<file path="src/dcache_pkg.sv">
package dcache_pkg;

    localparam int WORD_BITS   = 32;
    localparam int STROBE_BITS = 4;
    localparam int ALIGN_BITS  = 2;
    localparam int ADDR_BITS   = 32;

    // one strobe bit widens to its byte lane
    function automatic logic [WORD_BITS-1:0] byte_mask(
        input logic [STROBE_BITS-1:0] strobe
    );
        logic [WORD_BITS-1:0] mask;
        for (int b = 0; b < STROBE_BITS; b++) begin
            mask[b*8 +: 8] = {8{strobe[b]}};
        end
        return mask;
    endfunction

endpackage

</file>
<file path="src/dcache_if.sv">
`timescale 1ns/1ps

// accepted hit, handed from lookup to the data array
interface lookup_if #(
    parameter int SETS       = 16,
    parameter int WAYS       = 4,
    parameter int LINE_WORDS = 8
);
    import dcache_pkg::*;

    logic                          fire;
    logic [$clog2(WAYS)-1:0]       way;
    logic [$clog2(SETS)-1:0]       index;
    logic [$clog2(LINE_WORDS)-1:0] offset;
    logic [STROBE_BITS-1:0]        strobe;
    logic [WORD_BITS-1:0]          wdata;

    modport source (output fire, way, index, offset, strobe, wdata);
    modport sink   (input fire, way, index, offset, strobe, wdata);
endinterface


</file>
<file path="src/plru_tree.sv">
`timescale 1ns/1ps

module plru_tree #(
    parameter int  WAYS     = 4,
    localparam int WAY_BITS = $clog2(WAYS)
) (
    input  logic [WAYS-2:0]     tree_bits,
    input  logic [WAY_BITS-1:0] hit_way,
    output logic [WAY_BITS-1:0] victim_way,
    output logic [WAYS-2:0]     tree_next
);

    // node n has children 2n+1 and 2n+2, a set bit points right
    always_comb begin
        int node;
        node = 0;
        victim_way = '0;
        for (int lvl = 0; lvl < WAY_BITS; lvl++) begin
            victim_way[WAY_BITS-1-lvl] = tree_bits[node];
            node = 2 * node + 1 + int'(tree_bits[node]);
        end
    end

    // point every node on the hit path at the other subtree
    always_comb begin
        int node;
        node = 0;
        tree_next = tree_bits;
        for (int lvl = 0; lvl < WAY_BITS; lvl++) begin
            tree_next[node] = ~hit_way[WAY_BITS-1-lvl];
            node = 2 * node + 1 + int'(hit_way[WAY_BITS-1-lvl]);
        end
    end

endmodule

</file>
<file path="src/tag_lookup.sv">
`timescale 1ns/1ps

module tag_lookup #(
    parameter int  SETS        = 16,
    parameter int  WAYS        = 4,
    parameter int  LINE_WORDS  = 8,
    localparam int INDEX_BITS  = $clog2(SETS),
    localparam int OFFSET_BITS = $clog2(LINE_WORDS),
    localparam int WAY_BITS    = $clog2(WAYS),
    localparam int TAG_BITS    = dcache_pkg::ADDR_BITS - INDEX_BITS - OFFSET_BITS
                                 - dcache_pkg::ALIGN_BITS
) (
    input  logic                           clk,
    input  logic                           resetn,
    input  logic                           req_valid,
    input  logic [dcache_pkg::ADDR_BITS-1:0]   req_addr,
    input  logic [dcache_pkg::STROBE_BITS-1:0] req_strobe,
    input  logic [dcache_pkg::WORD_BITS-1:0]   req_wdata,
    output logic                           addr_ok,
    lookup_if.source                       stage,
    output logic                           miss,
    output logic [WAY_BITS-1:0]            victim_way,
    output logic                           victim_dirty,
    output logic [TAG_BITS-1:0]            victim_tag,
    output logic [INDEX_BITS-1:0]          req_index,
    output logic [TAG_BITS-1:0]            req_tag,
    input  logic                           busy,
    input  logic                           install
);
    import dcache_pkg::*;

    logic [TAG_BITS-1:0]       tag_q [SETS][WAYS];
    logic [SETS-1:0][WAYS-1:0] valid_q;
    logic [SETS-1:0][WAYS-1:0] dirty_q;
    logic [SETS-1:0][WAYS-2:0] plru_q;

    logic [OFFSET_BITS-1:0] req_offset;
    logic [WAYS-1:0]        hit_bits;
    logic                   hit;
    logic [WAY_BITS-1:0]    hit_way;
    logic [WAYS-2:0]        plru_next;

    assign req_offset = req_addr[ALIGN_BITS +: OFFSET_BITS];
    assign req_index  = req_addr[ALIGN_BITS + OFFSET_BITS +: INDEX_BITS];
    assign req_tag    = req_addr[ADDR_BITS-1 -: TAG_BITS];

    always_comb begin
        hit_way = '0;
        for (int w = 0; w < WAYS; w++) begin
            hit_bits[w] = valid_q[req_index][w] && (tag_q[req_index][w] == req_tag);
            if (hit_bits[w]) begin
                hit_way = WAY_BITS'(w);
            end
        end
    end

    assign hit = |hit_bits;

    // no lookup while the engine owns the set
    assign addr_ok = req_valid && hit && !busy;
    assign miss    = req_valid && !hit && !busy;

    plru_tree #(
        .WAYS (WAYS)
    ) u_plru_tree (
        .tree_bits  (plru_q[req_index]),
        .hit_way    (hit_way),
        .victim_way (victim_way),
        .tree_next  (plru_next)
    );

    assign victim_dirty = valid_q[req_index][victim_way] && dirty_q[req_index][victim_way];
    assign victim_tag   = tag_q[req_index][victim_way];

    always_ff @(posedge clk) begin
        if (resetn) begin
            valid_q <= '0;
            dirty_q <= '0;
            plru_q  <= '0;
        end else if (install) begin
            valid_q[req_index][victim_way] <= 1'b1;
            dirty_q[req_index][victim_way] <= 1'b0;
        end else if (addr_ok) begin
            plru_q[req_index] <= plru_next;
            if (|req_strobe) begin
                dirty_q[req_index][hit_way] <= 1'b1;
            end
        end
    end

    // held request still names the victim when the refill ends
    always_ff @(posedge clk) begin
        if (install) begin
            tag_q[req_index][victim_way] <= req_tag;
        end
    end

    assign stage.fire   = addr_ok;
    assign stage.way    = hit_way;
    assign stage.index  = req_index;
    assign stage.offset = req_offset;
    assign stage.strobe = req_strobe;
    assign stage.wdata  = req_wdata;

endmodule

</file>
<file path="src/flat_wrapper.sv">
// flat-port wrapper written by rule: the top's interface ports become plain ports
module tag_lookup_flat import dcache_pkg::*;
#(
    parameter int  SETS        = 16,
    parameter int  WAYS        = 4,
    parameter int  LINE_WORDS  = 8,
    localparam int INDEX_BITS  = $clog2(SETS),
    localparam int OFFSET_BITS = $clog2(LINE_WORDS),
    localparam int WAY_BITS    = $clog2(WAYS),
    localparam int TAG_BITS    = dcache_pkg::ADDR_BITS - INDEX_BITS - OFFSET_BITS
                                 - dcache_pkg::ALIGN_BITS
)
  (clk, resetn, req_valid, req_addr, req_strobe, req_wdata, addr_ok, miss, victim_way, victim_dirty, victim_tag, req_index, req_tag, busy, install, stage_fire, stage_way, stage_index, stage_offset, stage_strobe, stage_wdata);
  lookup_if #(.SETS(SETS), .WAYS(WAYS), .LINE_WORDS(LINE_WORDS)) stage_i ();
  input  logic clk;
  input  logic resetn;
  input  logic req_valid;
  input  logic [dcache_pkg::ADDR_BITS-1:0] req_addr;
  input  logic [dcache_pkg::STROBE_BITS-1:0] req_strobe;
  input  logic [dcache_pkg::WORD_BITS-1:0] req_wdata;
  output logic addr_ok;
  output logic miss;
  output logic [WAY_BITS-1:0] victim_way;
  output logic victim_dirty;
  output logic [TAG_BITS-1:0] victim_tag;
  output logic [INDEX_BITS-1:0] req_index;
  output logic [TAG_BITS-1:0] req_tag;
  input  logic busy;
  input  logic install;
  output wire logic [$bits(stage_i.fire)-1:0] stage_fire;
  output wire logic [$bits(stage_i.way)-1:0] stage_way;
  output wire logic [$bits(stage_i.index)-1:0] stage_index;
  output wire logic [$bits(stage_i.offset)-1:0] stage_offset;
  output wire logic [$bits(stage_i.strobe)-1:0] stage_strobe;
  output wire logic [$bits(stage_i.wdata)-1:0] stage_wdata;
  assign stage_fire = stage_i.fire;
  assign stage_way = stage_i.way;
  assign stage_index = stage_i.index;
  assign stage_offset = stage_i.offset;
  assign stage_strobe = stage_i.strobe;
  assign stage_wdata = stage_i.wdata;
  tag_lookup #(.SETS(SETS), .WAYS(WAYS), .LINE_WORDS(LINE_WORDS)) u_core (.clk(clk), .resetn(resetn), .req_valid(req_valid), .req_addr(req_addr), .req_strobe(req_strobe), .req_wdata(req_wdata), .addr_ok(addr_ok), .stage(stage_i), .miss(miss), .victim_way(victim_way), .victim_dirty(victim_dirty), .victim_tag(victim_tag), .req_index(req_index), .req_tag(req_tag), .busy(busy), .install(install));
endmodule
</file>
<file path="config.mk">
export PLATFORM = sky130hd
export DESIGN_NAME = tag_lookup_flat
export DESIGN_NICKNAME = d
export VERILOG_FILES = /design/src/dcache_pkg.sv /design/src/dcache_if.sv /design/src/plru_tree.sv /design/src/tag_lookup.sv /design/src/flat_wrapper.sv
export SDC_FILE = /design/constraint.sdc
export NUM_CORES = 2
export LEC_CHECK = 0
export BUFFER_PORTS_ARGS = -buffer_cell sky130_fd_sc_hd__buf_2
export CAP_MARGIN = 20
export CORE_UTILIZATION = 25
export CTS_BUF_LIST = sky130_fd_sc_hd__clkbuf_8 sky130_fd_sc_hd__clkbuf_16
export DETAILED_ROUTE_END_ITERATION = 12
export SYNTH_ARGS = -nofsm -noshare
export SYNTH_HDL_FRONTEND = slang
export SYNTH_SLANG_ARGS = --single-unit
</file>
<file path="constraint.sdc">
create_clock -name clk -period 6.9 [get_ports clk]
set_input_delay 0 -clock clk [delete_from_list [all_inputs] [get_ports clk]]
set_output_delay 0 -clock clk [all_outputs]
set_load 0.005 [all_outputs]
</file>
* Yosys cells after proc, flatten, opt, wreduce, memory -nomap -nowiden
Memories as Yosys holds them, arrays and structs flattened.
Index checks and enable logic that the tools add are counted.
** Storage, ports and cells
- Bits in registers :: 176
- RAM bits :: 1472
- Input bits :: 73
- Word-level logic and storage cells :: 136
- Memories :: 1
** Memory list
- u_core.tag_q :: words 16, bits a word 92, rd ports 1, clocked after memory_dff 0, wr ports 1, line tag_lookup.sv:32 : logic [TAG_BITS-1:0] tag_q [SETS][WAYS];
** Operators by class
- Add/subtract/negate cells :: 2
- Magnitude comparators :: 11
- Equality and inequality tests :: 4
- Mux-type cells :: 40
- Bitwise operators :: 8
- Reduce and logical (&&, ||, !) cells :: 22
** Operators by type and width (number)
- $mux 64 :: 3
- $or 64x64->64 :: 2
- $eq 23x23->1 :: 4
- $mux 92 :: 1
- $mux 23 :: 3
- $and 64x64->64 :: 1
- $not 64->64 :: 1
- $bwmux 48 :: 1
- $bmux 23 s2 :: 1
- $demux 23 s2 :: 1
- $bmux 4 s4 :: 2
- $demux 4 s4 :: 2
- $lt 32x4->1 const B :: 1
- $mux 4 :: 4
- $logic_and 1x1->1 :: 14
- $bmux 3 s4 :: 1
- $demux 3 s4 :: 1
- $lt 2x3->1 const B :: 3
- $mux 1 :: 9
- $reduce_or 4->1 :: 2
- $bmux 1 s2 :: 3
- $demux 1 s2 :: 3
- $ge 2x1->1 const B :: 3
- $mux 3 :: 2
- 12 further kinds :: 19

* Longest topological paths before layout
- Depth in word-level cells :: 16
- Mapped depth :: 19
- Depth with buffers taken out :: 11

* Hierarchy
Synthesis repeated with hierarchy kept, for this count alone.
** Second synthesis, totals
- Cells, all modules :: 3896
- Area, all modules :: 69512.9 µm²
** Modules (own cells, without submodules)
- tag_lookup :: times used 1, cells each 3889, area each 69466.6 µm², sequential area each 47725.8 µm²
- plru_tree :: times used 1, cells each 7, area each 46.3 µm², sequential area each 0.0 µm²

* Worst setup path before layout
Ideal clock, no wire load.
- Kind :: input port to flip-flop
- Start point :: input req_addr[5] (netlist bit)
- End point :: memory u_core.tag_q[0][69] (netlist bit) (enable)
- Setup time :: 0.406 ns
- Arrival :: 3.935 ns
- Data required time :: 6.494 ns
- Setup slack :: 2.559 ns
- Cell stages on the path :: 14
- Cells stage by stage :: buf_4 > buf_6 > buf_6 > buf_6 > buf_6 > buf_6 > buf_2 > mux4_2 > mux4_2 > buf_2 > or2_1 > buf_2 > buf_2 > nor2_1
** On the way
- Word-level cells in the longest chain between the ends :: 12
** RTL lines
- start: declaration :: line flat_wrapper.sv:18 : input logic [dcache_pkg::ADDR_BITS-1:0] req_addr;
- $bmux 3 s4 :: line tag_lookup.sv:66 : .tree_bits (plru_q[req_index]),
- $mux 3 (not written as such) :: line tag_lookup.sv:66
- $add 1x1->2 :: line plru_tree.sv:20 : node = 2 * node + 1 + int'(tree_bits[node]);
- $bmux 1 s2
- $mux 1 (2 in a row)
- $not 2->3 (not written as such) :: line tag_lookup.sv:94 : tag_q[req_index][victim_way] <= req_tag;
- $ge 3x3->1 (not written as such) or $lt 3x1->1 (tied branches) :: line tag_lookup.sv:94
- $logic_and 1x1->1 (not written as such) :: line tag_lookup.sv:94
- $mux 23 (not written as such) :: line tag_lookup.sv:94
- $demux 23 s2 :: line tag_lookup.sv:94
- $mux 92 (not written as such) :: line tag_lookup.sv:94
- end: declaration :: line tag_lookup.sv:32
Parallel ways exist; a longest one is shown, timed or not. The select of a mux whose other input is x is not followed.

* Worst setup path after layout
- Start point :: input req_addr[8] (netlist bit)
- End point :: output addr_ok
** On the way
- Word-level cells in the longest chain between the ends :: 6
** RTL lines
- $mem_v2 16x92 or $bmux 4 s4 (tied branches)
- $eq 23x23->1 or $mux 4 (tied branches) :: line tag_lookup.sv:50 : hit_bits[w] = valid_q[req_index][w] && (tag_q[req_index][w] == req_tag);
- $logic_and 1x1->1 :: line tag_lookup.sv:50
- $reduce_or 4->1 (*) :: line tag_lookup.sv:57 : assign hit = |hit_bits;
- $logic_and 1x1->1 (*) (2 in a row) :: line tag_lookup.sv:60 : assign addr_ok = req_valid && hit && !busy;
- end: declaration :: line flat_wrapper.sv:21 : output logic addr_ok;
Mark *: on every way between the ends. The rest lies on a longest branch, timed or not. The select of a mux whose other input is x is not followed.

==> flow_summary.yaml <==
run_status:
  status: "completed"
placement:
  globalplace.congestion: 0.934
  port_buffers: 101
  place_area_um2: 74600
  dp_hpwl_um: 141000
  dpl.cell_count: 7755
detailed_routing:
  num_vias: 40700
  wl_per_cell_um: 27.7
  wl_met2_um: 103000
  wl_um: 224000
  ant_nets: 0
  routedLengthMet1_um: 88900
  drtIter0Drc: 5359
  wl_met3_um: 20700
  top_layer_used: "met5"
  via_per_inst: 5.03
  drc: 0
  drt_first_pass_iters: 7
min_path:
  hold_class: "in -> out"
clock_tree:
  numClockSinks: 1648
  cts_made_buffers: 165
  clock_latency_ns: 0.85
  cts_resized: 0
  clock_path_buffers: 3
  cts_htree_levels: 4
  root_buffer: "clkbuf_16"
  cts_tree: "yes"
power_and_ir_drop:
  vdd_drop_max_uv: 187
  fin_total_pwr_w: 0.0214
  power_density_nw_per_um2: 266
  p_leak_nw: 25.9
sta:
  fin_worst_skew_ns: 0.0418
  fmax_ghz: 0.168
  hold_viol_final: 0
  fin_crit_sh_pct: 86.2
  drv_slew: 0
  worst_pin_slew_ns: 1.16
  setup_viol: 0
  period_needed_ns: 5.95
  setup_tns_ns: 0
  max_slew_margin_pct: 20.3
  rsz0062_at_grt: "false"
die:
  die_area_um2: 282000
  die_x_um: 531
  ios: 174
  initial_core_util_pct: 25.1
  row_count: 194
  die_y_um: 531
  core_um2: 279000
grt:
  grt_usage_pct: 15.4
  grt_max_degree: 89
  gr-total-overflow: 0
  grt_pass1_vias: 39400
  grt_pass1_wl_um: 310000
  antenna_found_initial: 12
cells_and_area:
  final_cell_area_um2: 80300
  multi_input_area_um2: 20000
  regArea_um2: 47700
  synthToLayoutAreaGrowth_pct: 14.5
  nFillCells: 27700
  fin_cells: 8089
  drive_gt1_share_pct: 22.3
  fin_nets: 4299
critical_path:
  crit_chain: "dlygate4sd3_1 -> buf_8 -> buf_12 -> nor2_2 -> buf_4 -> a22oi_1 -> nand2_1 -> o22ai_1 -> o41ai_1 -> nand4_1 -> and4bb_1 -> buf_8 -> nor2_1 -> buf_2"
  cp.required_ns: 6.90
  arrival_ns: 5.95
  path_max_fanout: 79
  cp-end-kind: "output pin"
  slowest_delay_ns: 0.70
  cp_num_buf_inv: 6
  slowest_stage: "nor2_2"
  path_common_cell: "buf_8"
  startpoint_type: "primary input"
  critical_path_class: "in -> out"
  path_delay_family: "simple AND/OR/NAND/NOR gates"
synth:
  synthTopCellsByArea: "edfxtp_1 63%, mux4_2 9.4%, dfxtp_1 5.0%"
  ys_types: 103
  synth_ff_type: "edfxtp_1"
  ys_warn_count: 0
  synth_seq_cells: 1648
  syn_nets: 4161
  yosysSeqAreaShare_pct: 68.1
  synth_edf_count: 1472
  synth_top_cells_by_count: "1472 x edfxtp_1, 352 x mux2i_1, 292 x mux4_2"
  ys_async_sr_fraction_pct: 0
  syn_avg_cell_area_um2: 17.1
  netlist.top_cell.by_area: "edfxtp_1"
  yosysMostFrequentCell: "edfxtp_1"
  syn_area_um2: 70100
  synth_top_area_share_pct: 63.1
  syn_inst: 4088
flow_run:
  drv_cap: 0
## layout by cell type (no fill, tap or decap), types with 12 or more instances in the layout
cell type,Yosys,routed
nand2_1,201,201
o211ai_1,22,22
a21oi_1,60,60
nand4_1,12,12
a22oi_1,112,112
o31ai_1,16,16
nor2_2,1,17
a211oi_1,26,26
bufinv_16,0,13
a221oi_1,18,18
buf_4,116,175
clkbuf_16,0,166
nor3_1,69,69
dfxtp_1,176,176
xor2_1,20,20
nand2b_1,15,13
edfxtp_1,1472,1472
nor2_1,278,213
mux2i_1,352,352
o21ai_0,51,51
buf_2,52,85
nand3_1,36,36
a22o_1,13,13
o22ai_1,48,48
clkinv_2,1,27
buf_12,25,12
mux4_2,292,292
dlygate4sd3_1,2,26
xnor2_1,74,74
clkinv_1,7,41
inv_1,36,64
mux2_2,52,52
nor2_4,0,49
a31oi_1,37,37
mux4_1,41,41
## sequential cells by signal (all words and copies together), names as in the netlist
| name | count |
|---|---|
| u_core.dirty_q | 64 |
| u_core.plru_q | 48 |
| u_core.tag_q | 1472 |
| u_core.valid_q | 64 |
## worst register-to-register path: stages (launching register included)
cell,delay (ns)
edfxtp_1,0.36
mux4_2,0.45
mux2i_1,0.83
o22ai_1,0.20
a2111oi_0,0.44
a31oi_1,0.10
or4_1,0.47
or4b_1,0.71
nand2_1,0.58
nor4_2,0.25
a22o_1,0.25
## logic make-up (layout without fill, tap and decap cells)
logic type	Yosys count	count (layout)	synth area share [%]
buffers and inverters	379	649	3.94
AND/OR/NAND/NOR	719	719	4.73
flip-flops	1648	1648	68.1
multiplexers	738	738	16.8
other	0	7	0
AO/OA/AOI/OAI	509	509	5.23
XOR/XNOR	95	95	1.20
## power by group
part / switching [W] / leakage (nW) / internal (W)
Clock: 0.00388 / 2.74 / 0.00500
Combinational: 0.00108 / 8.47 / 0.000507
Sequential: 0.0000110 / 14.7 / 0.0109
Total: 0.00497 / 25.9 / 0.0164
## area by class of cell
class / count / share of cell area, %
antenna: 7 / 0.0218
clock buffer: 176 / 5.35
clock inverter: 123 / 1.30
inverter: 45 / 0.218
multi-input combinational: 2061 / 25.0
sequential: 1648 / 59.5
tap: 3724 / 5.80
timing repair buffer: 305 / 2.90
## final timing paths
check / cells past startpoint / slack, ns / end / start
max: 14 / 0.95 / addr_ok / req_addr[8]
min: 0 / 0.000002 / stage_wdata[20] / req_wdata[20]
max reg2reg: 10 / 2.15 / u_core.dirty_q[12]$_SDFFE_PP0P_ / u_core.tag_q[0][1]$_DFFE_PP_
min reg2reg: 2 / 0.45 / u_core.dirty_q[46]$_SDFFE_PP0P_ / u_core.dirty_q[46]$_SDFFE_PP0P_
## timing repair
action	in CTS	in global routing
buffers inserted	0	0
hold buffers	26	0
endpoints found under the hold margin	687	0
## stage by stage
| step | setup WS [ns] | util, % | hold WS, ns |
|---|---|---|---|
| final | 0.950 | 28.8 | 0.00000197 |
| after global routing | 0.911 | 28.8 | 0.00000705 |
| after CTS | 1.12 | 28.7 | 0.0000601 |
| after detailed placement | 1.46 | 26.7 | 0.0000601 |
| after global placement | 1.55 | 26.7 | 0.0000601 |
| after floorplan | 2.56 | - | 0.0808 |
## per-layer routing
layer	vias to the layer above	global-route usage (%)
li1	16600	-
met1	21300	20.2
met2	2268	24.1
met3	463	3.19
met4	8	7.46
met5	-	0
Note: power is estimated with default switching activity, not from simulation.
